[src/source/arcade_glue_pkg.sv]
package arcade_glue_pkg;

	// ------------------------------------------------------------------------
	// Status word from the OSD menu
	// ------------------------------------------------------------------------

	typedef struct packed {
		logic [7:0] unused_hi;
		logic [7:0] dsw2;
		logic [7:0] dsw1;
		logic [1:0] unused_mid;
		logic       blend;
		logic [1:0] scanlines;
		logic       rotate;
		logic       unused_lo;
		logic       reset_req;
	} status_fields_t;

	// The menu hands over one 32-bit word, and the core reads it as named fields
	typedef union packed {
		logic [31:0]    raw;
		status_fields_t fields;
	} status_t;

	// ------------------------------------------------------------------------
	// File transfer channel
	// ------------------------------------------------------------------------

	localparam logic [7:0] cmd_file_tx     = 8'h53;
	localparam logic [7:0] cmd_file_tx_dat = 8'h54;
	localparam logic [7:0] cmd_file_index  = 8'h55;

	// Index of the ROM image in the download menu
	localparam logic [7:0] rom_index = 8'h00;

endpackage

[src/source/rom_download_ctrl.sv]
`timescale 1ns/1ns

module rom_download_ctrl
	import arcade_glue_pkg::*;
(
	input  logic       clk_48,
	input  logic       reset,
	input  logic       downloading,
	input  logic       dl_wr,
	input  logic [7:0] dl_index,
	input  status_t    status,
	input  logic [1:0] buttons,
	output logic       rom_we,
	output logic       rom_loaded,
	output logic       core_reset
);

	logic downloading_d;

	always_ff @(posedge clk_48) begin
		if (reset) begin
			downloading_d <= 1'b0;
			rom_loaded    <= 1'b0;
		end else begin
			downloading_d <= downloading;
			// A finished transfer of any kind marks the image as present
			if (downloading_d && !downloading) begin
				rom_loaded <= 1'b1;
			end
		end
	end

	// Only bytes of the ROM image reach the store
	always_ff @(posedge clk_48) begin
		if (reset) begin
			rom_we <= 1'b0;
		end else begin
			rom_we <= dl_wr & downloading & (dl_index == rom_index);
		end
	end

	// Core stays in reset until the ROM is in place
	always_ff @(posedge clk_48) begin
		if (reset) begin
			core_reset <= 1'b1;
		end else begin
			core_reset <= status.fields.reset_req | buttons[1] | ~rom_loaded;
		end
	end

endmodule

[config.mk]
export PLATFORM = sky130hd
export DESIGN_NAME = rom_download_ctrl
export DESIGN_NICKNAME = d
export VERILOG_FILES = /design/src/source/arcade_glue_pkg.sv /design/src/source/rom_download_ctrl.sv
export SDC_FILE = /design/constraint.sdc
export NUM_CORES = 1
export LEC_CHECK = 0
export ABC_AREA = 1
export BUFFER_PORTS_ARGS = -buffer_cell sky130_fd_sc_hd__buf_2
export CAP_MARGIN = 15
export CORE_AREA = 2 2 39 41
export CTS_CLUSTER_DIAMETER = 100
export DETAILED_ROUTE_END_ITERATION = 16
export DIE_AREA = 0 0 41 43
export SLEW_MARGIN = 5
export SYNTH_ARGS = -nofsm -noshare
export SYNTH_HDL_FRONTEND = slang
export SYNTH_SLANG_ARGS = --single-unit
[constraint.sdc]
create_clock -name clk_48 -period 1.3 [get_ports clk_48]
set_input_delay 0.195 -clock clk_48 [delete_from_list [all_inputs] [get_ports clk_48]]
set_output_delay 0.195 -clock clk_48 [all_outputs]
set_load 0.02 [all_outputs]
==> impl_metrics.csv <==
group,metric,value,unit
critical_path,required,1.11,ns
min_path,whs_path_depth,2,
grt,grt_pass1_vias,171,
route,vias,199,
place,gp_congestion,0.574,
cts,clk_pin_slew_worst_paths,0.03,ns
cells_and_area,drive_gt1_frac,0.500,
cts,ctsHtreeMaxLevel,1,
critical_path,reg2reg_depth,2,
critical_path,endpoint_kind,"output port",
outcome,outcome,"finished clean",
pwr,peakVddDrop,0.000166,V
synthesis,synth_area,176,um2
place,preCtsSetupSlack,0.584,ns
timing,worst_slew_pin_slew,0.105,ns
cells_and_area,num_antenna_cells,0,
synthesis,avgSynthCellArea,6.53,um2
grt,overflow,0,
critical_path,crit_path_max_fanout,3,
critical_path,cpPeakStageDelay,0.34,ns
timing,worst_clock_skew,0.00428,ns
cts,numCtsBuffers,3,
cts,clock_latency,0.23,ns
timing,final.setup.tns,0,ns
grt,antenna_found_initial,0,
route,wl_per_cell,5.53,um
critical_path,slowest_stage,"dfxtp_1",
timing,period_share,0.717,
floorplan,start_util,0.127,
pwr,power.density,1060,mW/mm2
route,drc_errors,0,
critical_path,cp_top_family,"flip-flops",
cells_and_area,nets,94,
route,ant_nets,0,
timing,fin_crit,0.932,ns
floorplan,core,0.00138,mm2
pwr,leakage,0.000181,uW
synthesis,postSynthCellCount,27,
cts,clk_path_buf_depth,2,
critical_path,criticalPathCategory,"flop to output port",
cts,cts_tree,"done",
timing,setup_ws,0.368,ns
synthesis,yosys.cell_types.count,9,
route,drt_wl_total,343,um
floorplan,die_y,43,um
route,dr.max_layer_used,"met3",
timing,hold_viol,0,
timing,rsz0062_at_grt,"no",
timing,max_slew_margin,0.930,
floorplan,die_x,41,um
synthesis,seq_area_frac_synth,0.454,
synthesis,synth_top_area_cell,"dfxtp_1",
cts,post_cts_resized,0,
critical_path,start_kind,"flop",
critical_path,cp.depth,1,
cts,postCtsHoldBufs,0,
grt,grt_pass1_wl,586,um
route,dr.pass1.iters,2,
route,dr_wl_met2,159,um
cts,cts.sinks,4,
synthesis,synth_warnings,0,
cts,cts.root.buffer_cell,"clkbuf_4",
grt,grt_max_degree,4,
synthesis,synth_top_area_share,0.454,
synthesis,postSynthNetCount,73,
floorplan,num_rows,14,
place,hpwlAfterDp,303,um
floorplan,io_pins,49,
route,met1Wirelength,139,um
min_path,min_path_type,"input port to flop",
synthesis,synthTopCellsByArea,"dfxtp_1, inv_1, nand2_1",
cts,post_cts.repair.setup_buffers,0,
route,wl_met3,44,um
route,drt-initial-drc-count,2,
critical_path,cp_num_buf_inv,1,
timing,drv_slew,0,
timing,fmax,1.07,GHz
place,port_buffers,16,
floorplan,die-area,0.00176,mm2
grt,grt_usage,0.0542,
synthesis,synth_seq_cells,4,
route,viasPerCell,3.21,
critical_path,critPathArrivalTime,0.74,ns
critical_path,crit_chain,"buf_2",
timing,finalSetupViolCount,0,
flow_run,drv_cap,0,
cells_and_area,area_growth,69.5,%
per-layer routing:
metal	track usage	vias up
met5	0	-
met4	0.0800	0
met3	0.0157	0
met2	0.0625	12
met1	0.0609	75
li1	-	112
sequential cells by signal (all words and copies together) (netlist names):
| name | count |
|---|---|
| core_reset | 1 |
| rom_loaded | 1 |
| rom_we | 1 |
| downloading_d | 1 |
cell usage in the layout (no fill, tap or decap), drive strengths merged:
master,netlist,layout
nand3,1,1
nand2,6,6
inv,9,9
dfxtp,4,4
nor2,6,6
buf,0,16
a21oi,1,1
clkbuf,0,3
worst paths after layout:
check	startpoint	to	slack (ns)
worst max-delay path	rom_loaded	rom_loaded	0.37
worst min-delay path	reset	rom_loaded	0.15
worst max register to register	rom_loaded	rom_loaded	0.72
worst min register to register	rom_loaded	core_reset	0.42
final cells by class:
cell class | instances | area, um2
Clock buffer | 3 | 22.5
Fill cell | 152 | 1080
Inverter | 9 | 33.8
Multi-Input combinational cell | 14 | 62.6
Sequential cell | 4 | 80.1
Tap cell | 16 | 20.0
Timing Repair Buffer | 16 | 80.1
where the power goes:
group          switching (uW)  internal (uW)  leakage [uW]
logic                    17.8           21.2      0.000135
clock network            46.4            103     0.0000138
registers                1.55            127     0.0000327
total                    65.8            251      0.000181
cells by family after synthesis:
kind of cell / synth area share
DFF: 0.454
and+or+nand+nor: 0.326
AOI/OAI and AO/OA: 0.0283
buffers and inverters: 0.191
cell usage after synthesis (all sizes together):
cell   instances
nor2           6
inv            9
a21oi          1
nand3          1
nand2          6
dfxtp          4
per-stage QoR:
step	hold WS (ns)	instance area, um2	total power (uW)	util	cells
after floorplan	0.267	176	147	-	27
after global placement	0.386	277	169	0.200	59
after detailed placement	0.388	277	170	0.200	59
after CTS	0.144	299	327	0.216	62
after global routing	0.146	299	344	0.216	62
final	0.151	299	317	0.216	62
No activity file was read; power rests on OpenSTA's default activity.
