===== src/source/arcade_glue_pkg.sv =====
package arcade_glue_pkg;

	// ------------------------------------------------------------------------
	// Status word from the OSD menu
	// ------------------------------------------------------------------------

	typedef struct packed {
		logic [7:0] unused_hi;
		logic [7:0] dsw2;
		logic [7:0] dsw1;
		logic [1:0] unused_mid;
		logic       blend;
		logic [1:0] scanlines;
		logic       rotate;
		logic       unused_lo;
		logic       reset_req;
	} status_fields_t;

	// The menu hands over one 32-bit word, and the core reads it as named fields
	typedef union packed {
		logic [31:0]    raw;
		status_fields_t fields;
	} status_t;

	// ------------------------------------------------------------------------
	// File transfer channel
	// ------------------------------------------------------------------------

	localparam logic [7:0] cmd_file_tx     = 8'h53;
	localparam logic [7:0] cmd_file_tx_dat = 8'h54;
	localparam logic [7:0] cmd_file_index  = 8'h55;

	// Index of the ROM image in the download menu
	localparam logic [7:0] rom_index = 8'h00;

endpackage


===== src/source/control_mapper.sv =====
`timescale 1ns/1ns

module control_mapper
	import arcade_glue_pkg::*;
(
	input  logic       clk_48,
	input  logic       reset,
	input  logic [7:0] joystick_0,
	input  logic [7:0] joystick_1,
	input  status_t    status,
	output logic [7:0] p1,
	output logic [7:0] p2,
	output logic [7:0] sys,
	output logic [7:0] dsw1,
	output logic [7:0] dsw2
);

	// Joystick bits: 0 right, 1 left, 2 down, 3 up, 4 fire, 6 start, 7 coin
	function automatic logic [7:0] player_byte(input logic [7:0] joy, input logic rot);
		logic up;
		logic down;
		logic left;
		logic right;
		if (rot) begin
			up    = joy[0];
			down  = joy[1];
			left  = joy[3];
			right = joy[2];
		end else begin
			up    = joy[3];
			down  = joy[2];
			left  = joy[1];
			right = joy[0];
		end
		return ~{3'b000, joy[4], down, up, left, right};
	endfunction

	always_ff @(posedge clk_48) begin
		if (reset) begin
			p1  <= 8'hff;
			p2  <= 8'hff;
			sys <= 8'hff;
		end else begin
			p1  <= player_byte(joystick_0, status.fields.rotate);
			p2  <= player_byte(joystick_1, status.fields.rotate);
			// Coins are active high on this board, tilt is never pressed
			sys <= {joystick_1[7], joystick_0[7], 3'b111, 1'b1, ~joystick_1[6], ~joystick_0[6]};
		end
	end

	// Menu defaults of zero map to the factory DIP settings
	always_ff @(posedge clk_48) begin
		dsw1 <= status.fields.dsw1 ^ 8'h3f;
		dsw2 <= ~status.fields.dsw2;
	end

endmodule


===== config.mk =====
export PLATFORM = sky130hd
export DESIGN_NAME = control_mapper
export DESIGN_NICKNAME = d
export VERILOG_FILES = /design/src/source/arcade_glue_pkg.sv /design/src/source/control_mapper.sv
export SDC_FILE = /design/constraint.sdc
export NUM_CORES = 1
export LEC_CHECK = 0
export BUFFER_PORTS_ARGS = -buffer_cell sky130_fd_sc_hd__buf_4
export CAP_MARGIN = 20
export CORE_MARGIN = 1
export CORE_UTILIZATION = 36
export CTS_BUF_LIST = sky130_fd_sc_hd__clkbuf_8
export DETAILED_ROUTE_END_ITERATION = 10
export PLACE_DENSITY_LB_ADDON = 0.3
export SYNTH_ARGS = -nofsm -noshare
export SYNTH_HDL_FRONTEND = slang
export SYNTH_SLANG_ARGS = --single-unit

===== constraint.sdc =====
create_clock -name clk_48 -period 0.95 [get_ports clk_48]
set_input_delay 0.2375 -clock clk_48 [delete_from_list [all_inputs] [get_ports clk_48]]
set_output_delay 0.2375 -clock clk_48 [all_outputs]
set_load 0.05 [all_outputs]

==> results of run 1 <==
==> cell usage in the layout (no fill, tap or decap) <==
master,Yosys,routed
conb_1,1,10
or2_1,8,8
inv_1,14,16
buf_4,10,32
buf_8,0,21
nand2b_1,4,4
dfxtp_2,0,30
buf_6,1,9
mux2i_1,8,8
or2_2,2,2
clkbuf_8,0,5
==> metal layers <==
metal,routed length (um),global-route usage,share of wire
met2,975,0.285,0.53
met3,283,0.0812,0.15
met1,572,0.106,0.31
met5,0,0,0
met4,19,0.118,0.010
==> flip-flops by register name, summed over array words and instances, names as in the netlist <==
register	cells
dsw1	8
dsw2	8
p1	5
p2	5
sys	4
==> report_power, final <==
group	switching [mW]	internal (mW)	leakage (nW)	total, mW
Sequential	0.0414	1.35	0.249	1.39
Clock	0.395	0.480	0.0466	0.875
Combinational	0.420	0.290	0.547	0.710
==> logic make-up after synthesis <==
family / count (synthesis) / synth area share
and+or+nand+nor: 14 / 0.0958
muxes: 8 / 0.0876
other: 1 / 0.00410
buffers and inverters: 26 / 0.156
DFF: 30 / 0.657
==> what timing repair did <==
item | 4_1_cts | 5_1_grt
setup endpoints to repair | 30 | 30
pin swaps | 0 | 0
resized for setup | 66 | 15
setup buffers | 0 | 0
==> cells in the mapped netlist, drive strengths merged <==
cell and count:
nand2b 4, dfxtp 30, clkbuf 1, or2 10
inv 14, mux2i 8, conb 1, buf 11
==> final cells by class <==
class	instances	area, sq um
multi-input cells	32	205
inverters	14	52.6
flip-flops and latches	30	638
fillers	161	633
well taps	28	35.0
clock buffers	5	68.8
repair buffers	62	657
clock inverters	2	7.51
==> worst paths after layout <==
kind,endpoint,slack (ns),cells after the start
setup / recovery,dsw1[0],-0.03,1
hold / removal,dsw1[7],0.07,1
==> metrics by stage <==
step / total power [mW] / TNS [ns]
final: 2.97 / -0.625
after global routing: 3.10 / -1.42
after CTS: 2.96 / -0.924
after detailed placement: 2.00 / 0
after global placement: 2.00 / 0
after floorplan: 1.81 / 0
==> summary.txt, run 1 <==
Final setup viols: 30
Place WS: 0.0988 ns
clock-pin slew on the worst setup and hold paths: 0.06 ns
Crit. End Element: primary output
largest net degree at the start of global routing: 15
Worst Path Class, Setup: flip-flop to primary output
minimum clock period after layout: 0.982 ns
Yosys top cell by area: dfxtp_1
vias post-DR: 687
share of layout cells above drive strength 1: 0.683
CTS buffer count: 5
Yosys reg bits: 30
Hold Vio Cnt, Final: 0
Post-Syn Area per Cell: 11.6 sq um
Cell Area, Synth: 915 sq um
Worst Setup SP: dsw1[0]
worst hold path type: input pin to flip-flop
DRT Wirelength: 1850 um
top cell type's share of synthesized area: 0.657
post-synth cell types: 10
top post-synthesis cells by area: dfxtp_1 66%, mux2i_1 8.8%, buf_4 8.2%
max incr delay on CP: 0.34 ns
Mapped Cells: 79
drt pass-1 iters: 2
period utilization: 1.03
Top delay family on crit path: flip-flops
Remaining Overflow, GRT: 0
routed length per instance: 10.7 um
sequential fraction of the synthesis area: 0.657
YS warnings: 0
CP Cell Sequence: buf_8
total clock sinks: 30
Lkg Pwr: 0.843 nW
Crit Path Max Fanout: 1
Layout area overhead: 81.9%
HP Start: status[15]
PD cells: 1790 nW/um^2
Max Cap Viol: 0
post-route cell area: 1660 sq um
Core ar.: 2300 sq um
Final Net Count: 195
All-Layer GR Usage: 0.151
DP Area: 1360 sq um
hold_buf cts: 0
DIE AREA: 2750 sq um
status: finished with violations
final non-filler cell total: 173
io pins: 90
H-tree Lvls: 2
Chip Width: 52.4 um
first-pass GRT wire length: 2770 um
Worst VDD drop: 1240 uV
antenna violation net count after detailed routing: 0
Site Rows: 17
setup ws final: -0.0323 ns
I/O Buffers: 62
failing checks: negative setup slack
RSZ-0062 raised after global routing: yes
TritonCTS clock tree: done
Initial Util: 0.398
initial antenna violation count: 0
root buffer cell: clkbuf_8
Achievable Freq: 1020 MHz
vias per cell: 3.97
# diodes: 0
Worst EP arrival: 0.74 ns
Die Y: 52.4 um
Initial DRC Count: 1
Worst Setup Start Kind: flip-flop
largest buffer count on any clock path: 2
worst path bufs/invs: 1
Crit-path slowest cell: dfxtp_2
vias in the first global route: 712
Final Slew Violations: 0
Final Wtd Congestion: 0.643
dpl cells: 166
Worst Hold Margin: 0.0708 ns
final core utilization: 0.724
HPWL Detailed: 1210 um
# DRC: 0
critical path data required time: 0.71 ns
(Power assumes the default switching activity.)
==> inputs of run 2 (changes only) <==
--- a/config.mk
+++ b/config.mk
@@ -6,9 +6,9 @@
 export NUM_CORES = 1
 export LEC_CHECK = 0
 export BUFFER_PORTS_ARGS = -buffer_cell sky130_fd_sc_hd__buf_4
-export CAP_MARGIN = 20
+export CAP_MARGIN = 15
 export CORE_MARGIN = 1
-export CORE_UTILIZATION = 36
+export CORE_UTILIZATION = 33
 export CTS_BUF_LIST = sky130_fd_sc_hd__clkbuf_8
 export DETAILED_ROUTE_END_ITERATION = 10
 export PLACE_DENSITY_LB_ADDON = 0.3
==> constraint.sdc (replaced) <==
create_clock -name clk_48 -period 0.9 [get_ports clk_48]
set_input_delay 0.225 -clock clk_48 [delete_from_list [all_inputs] [get_ports clk_48]]
set_output_delay 0.225 -clock clk_48 [all_outputs]
set_load 0.05 [all_outputs]
==> summary.txt, run 2 (synthesis results as in run 1) <==
status: finished with violations
failing checks: negative setup slack
DRT Wirelength: 1810 um
vias per cell: 3.87
setup repair bufs after CTS: 0
Layout area overhead: 85.4%
Lkg Pwr: 0.848 nW
Final Wtd Congestion: 0.619
Remaining Overflow, GRT: 0
largest net degree at the start of global routing: 15
total clock sinks: 30
Worst VDD drop: 1430 uV
Crit Path Max Fanout: 1
initial antenna violation count: 0
minimum clock period after layout: 0.986 ns
Hold Vio Cnt, Final: 0
Worst EP arrival: 0.76 ns
share of total power in the clock network: 0.310
final non-filler cell total: 174
share of power burned in registers: 0.455
Site Rows: 18
HPWL Detailed: 1240 um
critical path data required time: 0.67 ns
DIE AREA: 2990 sq um
Worst Setup SP: dsw1[6]
CP Cell Sequence: buf_8
Achievable Freq: 1010 MHz
Chip Width: 54.6 um
drt pass-1 iters: 4
HP Start: status[14]
Crit. End Element: primary output
Final Slew Violations: 0
period utilization: 1.10
TritonCTS clock tree: done
root buffer cell: clkbuf_8
PD cells: 1900 nW/um^2
Core ar.: 2540 sq um
Top delay family on crit path: flip-flops
Max Cap Viol: 0
max incr delay on CP: 0.34 ns
setup ws final: -0.0856 ns
Die Y: 54.6 um
clock-pin slew on the worst setup and hold paths: 0.05 ns
most common cell after layout, fill and taps aside: buf_4
final core utilization: 0.666
Worst Setup Start Kind: flip-flop
worst hold path type: input pin to flip-flop
Final Net Count: 195
vias in the first global route: 585
switching share of power: 0.279
share of layout cells above drive strength 1: 0.694
most frequent cells in the layout: 32 x buf_4, 30 x dfxtp_2, 27 x buf_8
first-pass GRT wire length: 2260 um
All-Layer GR Usage: 0.121
Worst Path Class, Setup: flip-flop to primary output
RSZ-0062 raised after global routing: yes
combinational share of power: 0.236
H-tree Lvls: 2
Initial DRC Count: 4
cell-internal power: 2.33 mW
Worst Hold Margin: 0.0589 ns
routed length per instance: 10.4 um
Initial Util: 0.359
# diodes: 0
CTS buffer count: 5
antenna violation net count after detailed routing: 0
Tot Pwr: 3.23 mW
NetSw: 902 uW
io pins: 90
I/O Buffers: 62
biggest regs: dsw1 (8), dsw2 (8)
Crit-path slowest cell: dfxtp_2
largest buffer count on any clock path: 2
vias post-DR: 674
Final setup viols: 30
worst path bufs/invs: 1
dpl cells: 168
# DRC: 0
==> run 2: cell count changes in the layout (fill, tap and decap cells not counted) <==
cell	before	now
inv_1	16	14
buf_6	9	3
clkbuf_8	5	6
buf_8	21	27
==> run 2: repair_timing <==
item,in CTS,in global routing
resized for setup,70,17
hold buffers,0,0
endpoints found under the setup margin,30,30
==> run 2: power by group through the flow <==
stage	Clock (mW)	Combinational (mW)	Sequential, mW
global placement	0	0.658	1.45
CTS	1.06	0.728	1.46
floorplan	0	0.191	1.72
finish	0.999	0.761	1.47
global route	1.09	0.797	1.48
detailed placement	0	0.662	1.45
==> run 2: final timing paths <==
check                     end  slack [ns]  cells past startpoint
worst max-delay path  dsw1[6]       -0.09                      1
worst min-delay path  dsw1[6]        0.06                      1
==> run 2: area by class of cell <==
type,count,area [sq um]
fillers,196,850
multi-input cells,32,205
well taps,30,37.5
repair buffers,62,679
inverters,14,52.6
flip-flops and latches,30,638
clock buffers,6,82.6
==> run 2: through the flow <==
stage | area (sq um) | setup TNS (ns) | setup slack (ns)
2_1_floorplan | 948 | 0 | 0.0877
3_3_place_gp | 1360 | 0 | 0.0768
3_5_place_dp | 1360 | 0 | 0.0685
4_1_cts | 1630 | -2.36 | -0.0908
5_1_grt | 1700 | -2.71 | -0.120
6_report | 1700 | -1.88 | -0.0856
==> run 2: routing by layer <==
metal / global-route usage / part of all wire / wire length [um]
met2: 0.203 / 0.51 / 913
met3: 0.0833 / 0.17 / 303
met5: 0 / 0 / 0
met1: 0.0822 / 0.32 / 575
met4: 0.128 / 0.0083 / 15
