--- src/source/arcade_glue_pkg.sv ---
package arcade_glue_pkg;

	// ------------------------------------------------------------------------
	// Status word from the OSD menu
	// ------------------------------------------------------------------------

	typedef struct packed {
		logic [7:0] unused_hi;
		logic [7:0] dsw2;
		logic [7:0] dsw1;
		logic [1:0] unused_mid;
		logic       blend;
		logic [1:0] scanlines;
		logic       rotate;
		logic       unused_lo;
		logic       reset_req;
	} status_fields_t;

	// The menu hands over one 32-bit word, and the core reads it as named fields
	typedef union packed {
		logic [31:0]    raw;
		status_fields_t fields;
	} status_t;

	// ------------------------------------------------------------------------
	// File transfer channel
	// ------------------------------------------------------------------------

	localparam logic [7:0] cmd_file_tx     = 8'h53;
	localparam logic [7:0] cmd_file_tx_dat = 8'h54;
	localparam logic [7:0] cmd_file_index  = 8'h55;

	// Index of the ROM image in the download menu
	localparam logic [7:0] rom_index = 8'h00;

endpackage

--- src/source/spi_download.sv ---
`timescale 1ns/1ns

module spi_download
	import arcade_glue_pkg::*;
#(
	parameter int dl_addr_width = 25
) (
	input  logic                     clk_48,
	input  logic                     reset,
	input  logic                     spi_sck,
	input  logic                     spi_ss2,
	input  logic                     spi_di,
	output logic                     downloading,
	output logic [7:0]               dl_index,
	output logic                     dl_wr,
	output logic [dl_addr_width-1:0] dl_addr,
	output logic [7:0]               dl_data
);

	localparam logic [2:0] st_cmd   = 3'd0;
	localparam logic [2:0] st_index = 3'd1;
	localparam logic [2:0] st_tx    = 3'd2;
	localparam logic [2:0] st_data  = 3'd3;
	localparam logic [2:0] st_skip  = 3'd4;

	logic [1:0] sck_sync;
	logic [1:0] ss_sync;
	logic [1:0] di_sync;
	logic       sck_prev;
	logic       sck_rise;
	logic       frame_active;
	logic       byte_done;
	logic [6:0] shift;
	logic [7:0] rx_byte;
	logic [2:0] bit_cnt;
	logic [2:0] state;
	logic       inc_pending;

	// All three pins go through the same two stages so data stays aligned to SCK
	always_ff @(posedge clk_48) begin
		sck_sync <= {sck_sync[0], spi_sck};
		ss_sync  <= {ss_sync[0], spi_ss2};
		di_sync  <= {di_sync[0], spi_di};
		sck_prev <= sck_sync[1];
	end

	assign sck_rise     = sck_sync[1] & ~sck_prev;
	assign frame_active = ~ss_sync[1];
	assign byte_done    = sck_rise & frame_active & (bit_cnt == 3'd7);
	assign rx_byte      = {shift, di_sync[1]};

	always_ff @(posedge clk_48) begin
		if (sck_rise && frame_active) begin
			shift <= rx_byte[6:0];
		end
	end

	always_ff @(posedge clk_48) begin
		if (byte_done && state == st_data) begin
			dl_data <= rx_byte;
		end
	end

	always_ff @(posedge clk_48) begin
		if (reset) begin
			state       <= st_cmd;
			bit_cnt     <= 3'd0;
			downloading <= 1'b0;
			dl_index    <= 8'h00;
			dl_wr       <= 1'b0;
			dl_addr     <= '0;
			inc_pending <= 1'b0;
		end else begin
			dl_wr <= 1'b0;
			if (!frame_active) begin
				state   <= st_cmd;
				bit_cnt <= 3'd0;
			end else if (sck_rise) begin
				bit_cnt <= bit_cnt + 3'd1;
				// The address moves on at the first bit of the next byte, so it
				// still holds while the ROM write lands a clock after dl_wr
				if (inc_pending) begin
					dl_addr     <= dl_addr + 1'b1;
					inc_pending <= 1'b0;
				end
				if (bit_cnt == 3'd7) begin
					case (state)
						st_cmd: begin
							if (rx_byte == cmd_file_index) begin
								state <= st_index;
							end else if (rx_byte == cmd_file_tx) begin
								state <= st_tx;
							end else if (rx_byte == cmd_file_tx_dat) begin
								state <= st_data;
							end else begin
								state <= st_skip;
							end
						end
						st_index: begin
							dl_index <= rx_byte;
							state    <= st_skip;
						end
						st_tx: begin
							if (rx_byte != 8'h00) begin
								downloading <= 1'b1;
								dl_addr     <= '0;
							end else begin
								downloading <= 1'b0;
							end
							state <= st_skip;
						end
						st_data: begin
							dl_wr       <= 1'b1;
							inc_pending <= 1'b1;
						end
						default: begin
						end
					endcase
				end
			end
		end
	end

endmodule

--- config.mk ---
export PLATFORM = sky130hd
export DESIGN_NAME = spi_download
export DESIGN_NICKNAME = d
export VERILOG_FILES = /design/src/source/arcade_glue_pkg.sv /design/src/source/spi_download.sv
export SDC_FILE = /design/constraint.sdc
export NUM_CORES = 1
export LEC_CHECK = 0
export BUFFER_PORTS_ARGS = -buffer_cell sky130_fd_sc_hd__buf_4
export CORE_MARGIN = 2
export CORE_UTILIZATION = 49
export DETAILED_ROUTE_END_ITERATION = 16
export PLACE_DENSITY = 0.75
export REMOVE_ABC_BUFFERS = 1
export SLEW_MARGIN = 20
export SYNTH_ARGS = -nofsm -noshare
export SYNTH_HDL_FRONTEND = slang
export SYNTH_SLANG_ARGS = --single-unit
--- constraint.sdc ---
create_clock -name clk_48 -period 2.1 [get_ports clk_48]
set_input_delay 0.42 -clock clk_48 [delete_from_list [all_inputs] [get_ports clk_48]]
set_output_delay 0.42 -clock clk_48 [all_outputs]
set_load 0.01 [all_outputs]
==> impl_metrics.csv, run 1 <==
group,metric,value,unit
status,status,"finished clean",
place,place_ws,0.0414,ns
sta,fin_skew,0.0139,ns
layout,post-route-util,63.8,%
synthesis,synth_top_family_by_area,"simple AND/OR/NAND/NOR gates",
synthesis,synth.area.top_cells,"dfxtp_1 39%, edfxtp_1 18%, a21oi_1 4.3%, mux2i_1 4.0%, nor2_1 3.7%",
setup_path,rrSetupSlack,0.16,ns
grt,gr-total-overflow,0,
place,dp_hpwl,3370,µm
setup_path,slowest_stage,"or4_4",
pwr,leakage,1.29,nW
floorplanning,die_h,75.9,µm
setup_path,crit_chain,"nand4_1, or4_4, or4_1, a21oi_1",
clock_tree,cts_sinks,64,
detailed_routing,remaining_drc_errors,0,
layout,layout-drive-gt1-share,24.4,%
sta,fmax,515,MHz
floorplanning,io_pins,48,
sta,hold_viol,0,
sta,holdWs,0.192,ns
clock_tree,clk_pin_slew,0.07,ns
sta,period_minus_slack,1.94,ns
synthesis,async_flop_share,0,%
synthesis,synth_xor_area_share,3.80,%
detailed_routing,wl_per_cell,13.1,µm
pwr,clock_power_share,42.5,%
sta,grt_setup_unrepaired,"no",
pwr,p_switching,0.473,mW
sta,worst_slack,0.159,ns
place,gp_congestion,0.768,
grt,antenna_found_initial,0,
synthesis,synthMuxAreaShare,3.95,%
floorplanning,num_rows,26,
layout,final_nets,315,
sta,tns,0,ns
synthesis,ys.flop_type,"dfxtp_1",
floorplanning,die-area,5760,µm²
sta,slew_headroom,57.0,%
detailed_routing,vias_per_cell,5.30,
grt,grt_pass1_vias,1712,
sta,setup_violations,0,
detailed_routing,vias,2026,
floorplanning,core,5040,µm²
layout,final_cell_mix,"59 x buf_4, 48 x dfxtp_1, 25 x nor2_1, 22 x a21oi_1, 15 x edfxtp_1",
grt,grt_usage,18.3,%
detailed_routing,postRouteAntennaNets,0,
synthesis,synth_area_per_cell,10.3,µm²
clock_tree,cts_buffers,9,
synthesis,synth_seq_cells,64,
synthesis,ys_types,38,
pwr,power_frac_seq,55.5,%
synthesis,synth_top_area_share,38.7,%
setup_path,endpoint_kind,"register",
synthesis,synthAdderAreaFrac,1.48,%
grt,grt_first_pass_wirelength,7760,µm
clock_tree,clk_path_buf_depth,2,
synthesis,yosysTopAreaCell,"dfxtp_1",
layout,final_common_cell,"buf_4",
setup_path,start_kind,"register",
synthesis,synth_edf_count,15,
pwr,power.internal,1.83,mW
sta,worstMarginPinSlew,0.636,ns
floorplanning,die_x,75.9,µm
run,max_cap_violations,0,
setup_path,arrival,2.22,ns
clock_tree,clock_latency,0.34,ns
floorplanning,start_util,50.2,%
sta,min_period_over_period,92.4,%
pwr,power.density,715,nW/µm²
setup_path,cp_top_family,"simple AND/OR/NAND/NOR gates",
synthesis,ys_seq_area_share,56.5,%
grt,grt_max_degree,26,
pwr,power_frac_comb,2.0,%
synthesis,yosys.area_share.simple,22.3,%
detailed_routing,first_pass_iters,4,
clock_tree,root_buffer,"clkbuf_8",
synthesis,yosysWarningCount,0,
clock_tree,ctsHoldBuffers,0,
setup_path,critPathMaxStageDelay,0.63,ns
layout,areaGrowthSynthToFinish,27.1,%
setup_path,cp_max_fo,11,
hold_path,min_path_type,"in2reg",
synthesis,syn_area,2530,µm²
sta,finalMaxSlewViolations,0,
setup_path,worstPathRequired,2.37,ns
layout,antennaDiodeCount,0,
synthesis,synthCells,246,
synthesis,synth_compound_area_share,9.34,%
detailed_routing,totalWireLength,5000,µm
pwr,ir_drop,0.457,mV
setup_path,crit_buf_inv,0,
setup_path,path_class,"reg2reg",
pwr,p_sw_share,20.6,%
clock_tree,htreeDepth,3,
place,io_buffer_count,47,
clock_tree,cts_tree,"done",
detailed_routing,drtIter0Drc,89,
## final timing paths
check,start,endpoint,cells after the start
max,dl_addr[5]$_SDFFE_PP0P_,dl_addr[21]$_SDFFE_PP0P_,4
min reg2reg,di_sync[0]$_DFF_P_,di_sync[1]$_DFF_P_,0
max reg2reg,dl_addr[5]$_SDFFE_PP0P_,dl_addr[21]$_SDFFE_PP0P_,4
min,spi_di,di_sync[0]$_DFF_P_,1
## layout make-up
type / count / area (µm²)
Clock buffer: 11 / 131
Clock inverter: 5 / 48.8
Fill cell: 430 / 1820
Inverter: 5 / 18.8
Multi-Input combinational cell: 167 / 1040
Sequential cell: 64 / 1430
Tap cell: 70 / 87.6
Timing Repair Buffer: 60 / 463
## Yosys cell counts (2+ instances only)
cell	number
dfxtp_1	49
nor2_1	25
a21oi_1	22
edfxtp_1	15
nand3_1	13
nand2_1	12
o21ai_0	11
mux2i_1	10
clkbuf_1	8
or3_1	8
nand4_1	7
or4_1	7
o31ai_1	6
xor2_1	6
nor3_1	5
xnor2_1	5
and3_1	4
and4_1	4
inv_1	4
ha_1	3
nor2b_1	3
nand2b_1	2
nor4bb_1	2
## timing repair
action	CTS	global route
setup endpoints to repair	0	3
buffers inserted	0	2
gates resized for setup	0	1
## routing by layer
metal	track usage (%)	wire length, µm	vias to the layer above
li1	-	-	1027
met1	25.4	2420	954
met2	25.9	2310	35
met3	6.08	181	10
met4	8.38	89	0
met5	0	0	-
## logic make-up (layout without fill, tap and decap cells)
logic type	after synthesis	count (layout)
and+or+nand+nor	101	101
DFF	64	64
AOI/OAI and AO/OA	42	42
buffers and inverters	15	81
xor gates and xnor gates	11	11
muxes	10	10
adders and majority gates	3	3
## metrics by stage
stage | cells | cell area [µm²] | power, mW
finish | 382 | 3220 | 2.30
global route | 382 | 3220 | 2.38
CTS | 380 | 3200 | 2.33
detailed placement | 364 | 3020 | 1.35
global placement | 364 | 3020 | 1.35
floorplan | 236 | 2490 | 1.32
## sequential cells by signal (all words and copies together) (netlist names)
register and cells:
inc_pending 1, downloading 1, ss_sync 2, shift 7, state 3, sck_prev 1, sck_sync 2, dl_addr 25
dl_data 8, dl_index 8, dl_wr 1, di_sync 2, bit_cnt 3
## power groups by stage
stage	Clock (mW)	Sequential (mW)	Combinational [mW]
CTS	1.00	1.28	0.0458
floorplan	0	1.30	0.0196
detailed placement	0	1.30	0.0457
global placement	0	1.30	0.0450
finish	0.978	1.28	0.0456
global route	1.05	1.28	0.0491
Power figures use the tool's default switching activity.
==> run 2: changes to the inputs <==
- ABC_AREA: unset -> 1
- CORE_UTILIZATION: 49 -> 50
==> run 2 against run 1 <==
Against the previous run:
- flip-flop and latch count unchanged
- utilization decreased by 0.35 points
- register-to-register slack improved by 0.29 ns
- critical path type unchanged
- critical endpoint is now dl_addr[22]$_SDFFE_PP0P_
- largest cell class unchanged
- highest routed layer unchanged
==> impl_metrics.csv, run 2 <==
group,metric,value,unit
status,status,"finished clean",
pwr,power_frac_seq,49.1,%
synthesis,synth_edf_count,15,
sta,setup_violations,0,
sta,slew_headroom,71.5,%
setup_path,cp_max_fo,16,
synthesis,synth_area_per_cell,8.05,µm²
layout,finalInstanceArea,3450,µm²
synthesis,syn_area,2770,µm²
grt,grt_first_pass_wirelength,9270,µm
grt,grt_pass1_vias,2151,
floorplanning,die-area,6150,µm²
clock_tree,htreeDepth,3,
sta,tns,0,ns
place,dp_hpwl,4170,µm
clock_tree,clk_path_buf_depth,2,
sta,hold_viol,0,
floorplanning,die_x,78.4,µm
setup_path,crit_top_cell,"ha_1",
clock_tree,clock_latency,0.33,ns
synthesis,yosysMostFrequentCell,"nor2_1",
grt,grt_max_degree,17,
detailed_routing,remaining_drc_errors,0,
detailed_routing,vias,2337,
sta,min_period_over_period,78.7,%
run,max_cap_violations,0,
layout,largest_reg_flops,25,
pwr,p_sw_share,19.4,%
pwr,power.internal,2.10,mW
setup_path,endpoint_kind,"register",
pwr,ir_drop,0.395,mV
synthesis,synthCells,344,
sta,period_minus_slack,1.65,ns
pwr,leakage,1.42,nW
synthesis,yosysWarningCount,0,
grt,gr-total-overflow,0,
synthesis,ys_top_cells_by_count,"72 x nor2_1, 69 x nand2_1, 49 x dfxtp_1",
layout,regMostFlops,"dl_addr",
floorplanning,core,5440,µm²
sta,worstMarginPinSlew,0.426,ns
floorplanning,io_pins,48,
grt,grt_usage,19.3,%
place,io_buffer_count,47,
synthesis,ys.flop_type,"dfxtp_1",
floorplanning,num_rows,27,
sta,fin_skew,0.00961,ns
clock_tree,cts_sinks,64,
synthesis,synth_seq_cells,64,
clock_tree,cts.repair.resized,0,
clock_tree,root_buffer,"clkbuf_8",
clock_tree,ctsHoldBuffers,0,
pwr,power.density,754,nW/µm²
clock_tree,cts_setup_buffers,0,
synthesis,ys_types,29,
sta,grt_setup_unrepaired,"no",
grt,antenna_found_initial,0,
setup_path,slowest_stage,"a21oi_4",
layout,final_nets,410,
synthesis,ys_seq_area_share,51.7,%
detailed_routing,vias_per_cell,4.88,
clock_tree,cts_buffers,9,
detailed_routing,totalWireLength,5630,µm
layout,final_cell_mix,"72 x nor2_1, 69 x nand2_1, 49 x dfxtp_1, 48 x buf_4, 40 x inv_1",
sta,finalMaxSlewViolations,0,
setup_path,crit_buf_inv,0,
pwr,clock_power_share,49.2,%
setup_path,path_class,"reg2reg",
pwr,p_switching,0.505,mW
clock_tree,cts_tree,"done",
sta,fmax,605,MHz
detailed_routing,first_pass_iters,4,
layout,largest_registers,"dl_addr: 25 flops, dl_data: 8 flops, dl_index: 8 flops",
synthesis,synth_top_area_share,35.4,%
synthesis,synth.area.top_cells,"dfxtp_1 35%, edfxtp_1 16%, nor2_1 9.8%, nand2_1 9.4%, inv_1 5.4%",
floorplanning,start_util,50.9,%
detailed_routing,wl_per_cell,11.8,µm
setup_path,crit_chain,"ha_1, ha_1, nand2_8, nor2_4, a21oi_4, o21ai_0, nor2_1",
hold_path,min_path_type,"in2reg",
setup_path,cp_top_family,"compound AO/OA/AOI/OAI gates",
setup_path,start_kind,"register",
detailed_routing,drtIter0Drc,143,
synthesis,yosysTopAreaCell,"dfxtp_1",
layout,seq_area,1430,µm²
pwr,power_frac_comb,1.7,%
setup_path,arrival,1.92,ns
floorplanning,die_h,78.4,µm
layout,areaGrowthSynthToFinish,24.7,%
layout,antennaDiodeCount,0,
clock_tree,clk_pin_slew,0.07,ns
synthesis,async_flop_share,0,%
place,gp_congestion,0.845,
layout,layout-drive-gt1-share,20.1,%
detailed_routing,postRouteAntennaNets,0,
setup_path,critPathMaxStageDelay,0.37,ns
layout,final_common_cell,"nor2_1",
layout,num-fill-cells,501,
layout,multiInputGateArea,1170,µm²
setup_path,worstPathRequired,2.37,ns
place,placed_cell_area,3210,µm²
[run 2: cell families (layout without fill, tap and decap cells)]
group | count (synthesis) | count (layout) | share of synthesized area (%)
XOR/XNOR | 4 | 4 | 1.27
adder cells (fa/ha/maj) | 3 | 3 | 1.36
AND/OR/NAND/NOR | 201 | 201 | 33.8
AO/OA/AOI/OAI | 29 | 29 | 5.83
flip-flops | 64 | 64 | 51.7
buffers and inverters | 43 | 106 | 6.10
[run 2: worst reg2reg max path, cell delays in order, from the launching register on]
cell and delay [ns]:
dfxtp_1 0.32, ha_1 0.20, ha_1 0.25, nand2_8 0.13, nor2_4 0.05, a21oi_4 0.37
o21ai_0 0.17, nor2_1 0.10
[run 2: final timing paths]
| check | from | end | slack (ns) | cells after the start |
|---|---|---|---|---|
| hold / removal | spi_sck | sck_sync[0]$_DFF_P_ | 0.19 | 1 |
| hold reg to reg | di_sync[0]$_DFF_P_ | di_sync[1]$_DFF_P_ | 0.33 | 0 |
| setup / recovery | bit_cnt[0]$_SDFFE_PP0P_ | dl_addr[22]$_SDFFE_PP0P_ | 0.45 | 7 |
| setup reg to reg | bit_cnt[0]$_SDFFE_PP0P_ | dl_addr[22]$_SDFFE_PP0P_ | 0.45 | 7 |
[run 2: cell type report]
cell class	instances	area share [%]
tap	72	2.61
inverter	42	4.57
clock inverter	6	3.08
timing repair buffer	48	10.4
clock buffer	10	3.99
sequential	64	41.5
multi-input combinational	237	33.9
[run 2: power by group through the flow]
stage               clock [mW]  combinational [mW]  sequential (mW)
floorplan                    0              0.0281             1.30
global placement             0              0.0443             1.30
CTS                       1.30              0.0449             1.28
global route              1.34              0.0498             1.28
detailed placement           0              0.0446             1.31
finish                    1.28              0.0445             1.28
[run 2: metrics by stage]
step	setup WS (ns)	hold WS [ns]	utilization, %	total power [mW]	instances
2_1_floorplan	0.320	0.310	-	1.33	343
3_3_place_gp	0.502	0.311	59.0	1.35	463
3_5_place_dp	0.437	0.315	59.0	1.35	463
4_1_cts	0.433	0.176	63.5	2.62	479
5_1_grt	0.294	0.181	63.5	2.67	479
6_report	0.447	0.192	63.5	2.60	479
[run 2: metal layers]
layer	global-route usage, %	vias up	part of all wire, %	wire length, µm
met4	11.6	0	2.5	139
met3	3.33	14	5.8	329
met1	25.0	1043	50	2810
met2	30.2	65	42	2360
li1	-	1215	-	-
met5	0	-	0	0
==> run 3: changes to the inputs <==
- ABC_AREA: 1 -> 0
- CORE_UTILIZATION: 50 -> 54
- PLACE_DENSITY: 0.75 -> 0.78
- clock period: 2.1 -> 1.7 ns (I/O delays scaled with it)
==> run 3 against run 2 <==
Against the previous run:
- the flow now finishes with violations (negative setup slack)
- sequential share of layout area is 1.6 points lower
- via count is 2.8% lower
- clock skew is 0.0017 ns higher
- non-clock buffer count is 52 higher
- global-route usage is 5.0 points higher
- setup slack worse by 0.66 ns
- utilization is 18 points higher
- critical path type unchanged
- largest cell class unchanged
==> impl_metrics.csv, run 3 (synthesized netlist as in run 1, its figures left out) <==
group,metric,value,unit
status,status,"finished, violations left",
status,violations,"negative setup slack",
floorplanning,die-area,5250,µm²
place,dp_hpwl,3870,µm
detailed_routing,totalWireLength,6310,µm
clock_tree,clock_latency,0.35,ns
pwr,ir_drop,0.597,mV
sta,fin_skew,0.0113,ns
sta,slew_headroom,77.2,%
sta,period_minus_slack,1.91,ns
layout,areaGrowthSynthToFinish,43.3,%
sta,grt_setup_unrepaired,"yes",
detailed_routing,remaining_drc_errors,0,
place,dp.cells,380,
detailed_routing,vias,2271,
grt,grt_first_pass_wirelength,9650,µm
grt,grt_usage,24.3,%
layout,num-fill-cells,275,
run,max_cap_violations,0,
detailed_routing,wl_per_cell,15.6,µm
setup_path,start_kind,"register",
sta,hold_viol,0,
floorplanning,die_h,72.5,µm
clock_tree,clk_path_buf_depth,2,
layout,final_common_cell,"buf_4",
detailed_routing,postRouteAntennaNets,0,
floorplanning,core,4440,µm²
hold_path,whs_path_depth,1,
sta,min_period_over_period,112,%
pwr,leakage,1.49,nW
floorplanning,start_util,57.0,%
sta,fmax,524,MHz
detailed_routing,vias_per_cell,5.62,
layout,largest_reg_flops,25,
sta,finalMaxSlewViolations,0,
setup_path,worstPathRequired,1.98,ns
setup_path,cp_max_fo,8,
setup_path,path_class,"reg2reg",
sta,tns,-1.19,ns
floorplanning,io_pins,48,
sta,worstMarginPinSlew,0.341,ns
detailed_routing,drtIter0Drc,271,
grt,grt_max_degree,26,
setup_path,endpoint_kind,"register",
sta,worst_slack,-0.209,ns
setup_path,setup.worst_path.start,"ss_sync[1]$_DFF_P_",
setup_path,reg2regPathDepth,4,
floorplanning,num_rows,24,
layout,layout-drive-gt1-share,43.5,%
clock_tree,ctsHoldBuffers,0,
setup_path,rrSetupSlack,-0.21,ns
clock_tree,root_buffer,"clkbuf_8",
grt,antenna_found_initial,0,
clock_tree,htreeDepth,3,
place,gp_congestion,0.807,
grt,grt_pass1_vias,2056,
hold_path,min_to,"di_sync[0]$_DFF_P_",
clock_tree,cts_tree,"done",
clock_tree,clk_pin_slew,0.07,ns
layout,final_nets,355,
layout,largest_registers,"dl_addr: 25 flops, dl_data: 8 flops, dl_index: 8 flops",
clock_tree,cts_sinks,64,
clock_tree,cts_buffers,9,
pwr,power.density,760,nW/µm²
sta,setup_violations,12,
hold_path,hp-start,"spi_di",
setup_path,r2r_start,"ss_sync[1]$_DFF_P_",
floorplanning,die_x,72.5,µm
setup_path,r2r-end,"dl_addr[19]$_SDFFE_PP0P_",
layout,final_cell_mix,"96 x buf_4, 36 x dfxtp_1, 25 x nor2_1, 16 x a21oi_1, 15 x edfxtp_1",
place,io_buffer_count,47,
layout,antennaDiodeCount,0,
setup_path,arrival,2.19,ns
layout,fin_cells,404,
grt,gr-total-overflow,0,
layout,regMostFlops,"dl_addr",
detailed_routing,first_pass_iters,4,
hold_path,min_path_type,"in2reg",
-- run 3: cell types whose count changed in the layout (fill, tap and decap cells not counted), moves of 6 or more --
| cell | before | now |
|---|---|---|
| or3_1 | 0 | 6 |
| dfxtp_2 | 0 | 13 |
| dfxtp_1 | 49 | 36 |
| inv_1 | 40 | 3 |
| a21oi_2 | 0 | 6 |
| mux2i_1 | 0 | 10 |
| nand2_1 | 69 | 12 |
| nor3_1 | 15 | 5 |
| nor2_1 | 72 | 25 |
| buf_4 | 48 | 96 |
| nand3_1 | 21 | 12 |
-- run 3: worst max-delay path: stages, from the launching register on --
cell	delay, ns
dfxtp_2	0.32
or3b_4	0.39
or4_4	0.49
or4_4	0.54
a21oi_2	0.12
-- run 3: final cells by class --
cell class                      count  area (µm²)  area share (%)
Clock buffer                       11         131            3.62
Sequential cell                    64        1450            39.9
Timing Repair Buffer              100         783            21.6
Clock inverter                      5        33.8           0.931
Multi-Input combinational cell    167        1140            31.6
Inverter                            5        22.5           0.621
Tap cell                           52        65.1            1.79
-- run 3: timing repair --
item | 4_1_cts | 5_1_grt
endpoints found under the setup margin | 32 | 36
endpoints found under the hold margin | 0 | 0
buffers inserted | 3 | 5
gates resized for setup | 4 | 39
pin swaps | 5 | 12
cloned | 0 | 0
-- run 3: where the power goes --
group          switching, mW  total [mW]  internal [mW]
Sequential           0.00989        1.58           1.57
Combinational         0.0377      0.0689         0.0312
Clock                  0.587        1.11          0.526
-- run 3: layer usage --
metal  wire, µm  part of all wire, %  GRT usage (%)  up-vias
met5          0                    0              0        -
met4        106                  1.7           10.5        0
met3        321                  5.1           6.81       10
met2       3100                   49           35.2       68
met1       2790                   44           34.1     1088
li1           -                    -              -     1105
-- run 3: per-stage QoR --
stage	total power, mW	setup slack (ns)	util, %	hold WS (ns)	instance area (µm²)
after floorplan	1.63	-0.547	-	0.310	2490
after global placement	1.67	-0.309	73.5	0.312	3270
after detailed placement	1.67	-0.331	73.5	0.314	3270
after CTS	2.77	-0.241	78.0	0.0817	3470
after global routing	2.87	-0.258	81.6	0.0808	3630
final	2.76	-0.209	81.6	0.0952	3630
-- run 3: how the worst max path moves through the flow --
stage	endpoint	slack [ns]	depth (start not counted)
2_1_floorplan	dl_addr[0]$_SDFFE_PP0P_	-0.55	5
6_report	dl_addr[19]$_SDFFE_PP0P_	-0.21	4
3_3_place_gp	dl_addr[21]$_SDFFE_PP0P_	-0.31	4
3_5_place_dp	dl_addr[19]$_SDFFE_PP0P_	-0.33	4
5_1_grt	dl_addr[19]$_SDFFE_PP0P_	-0.26	4
4_1_cts	dl_addr[19]$_SDFFE_PP0P_	-0.24	4
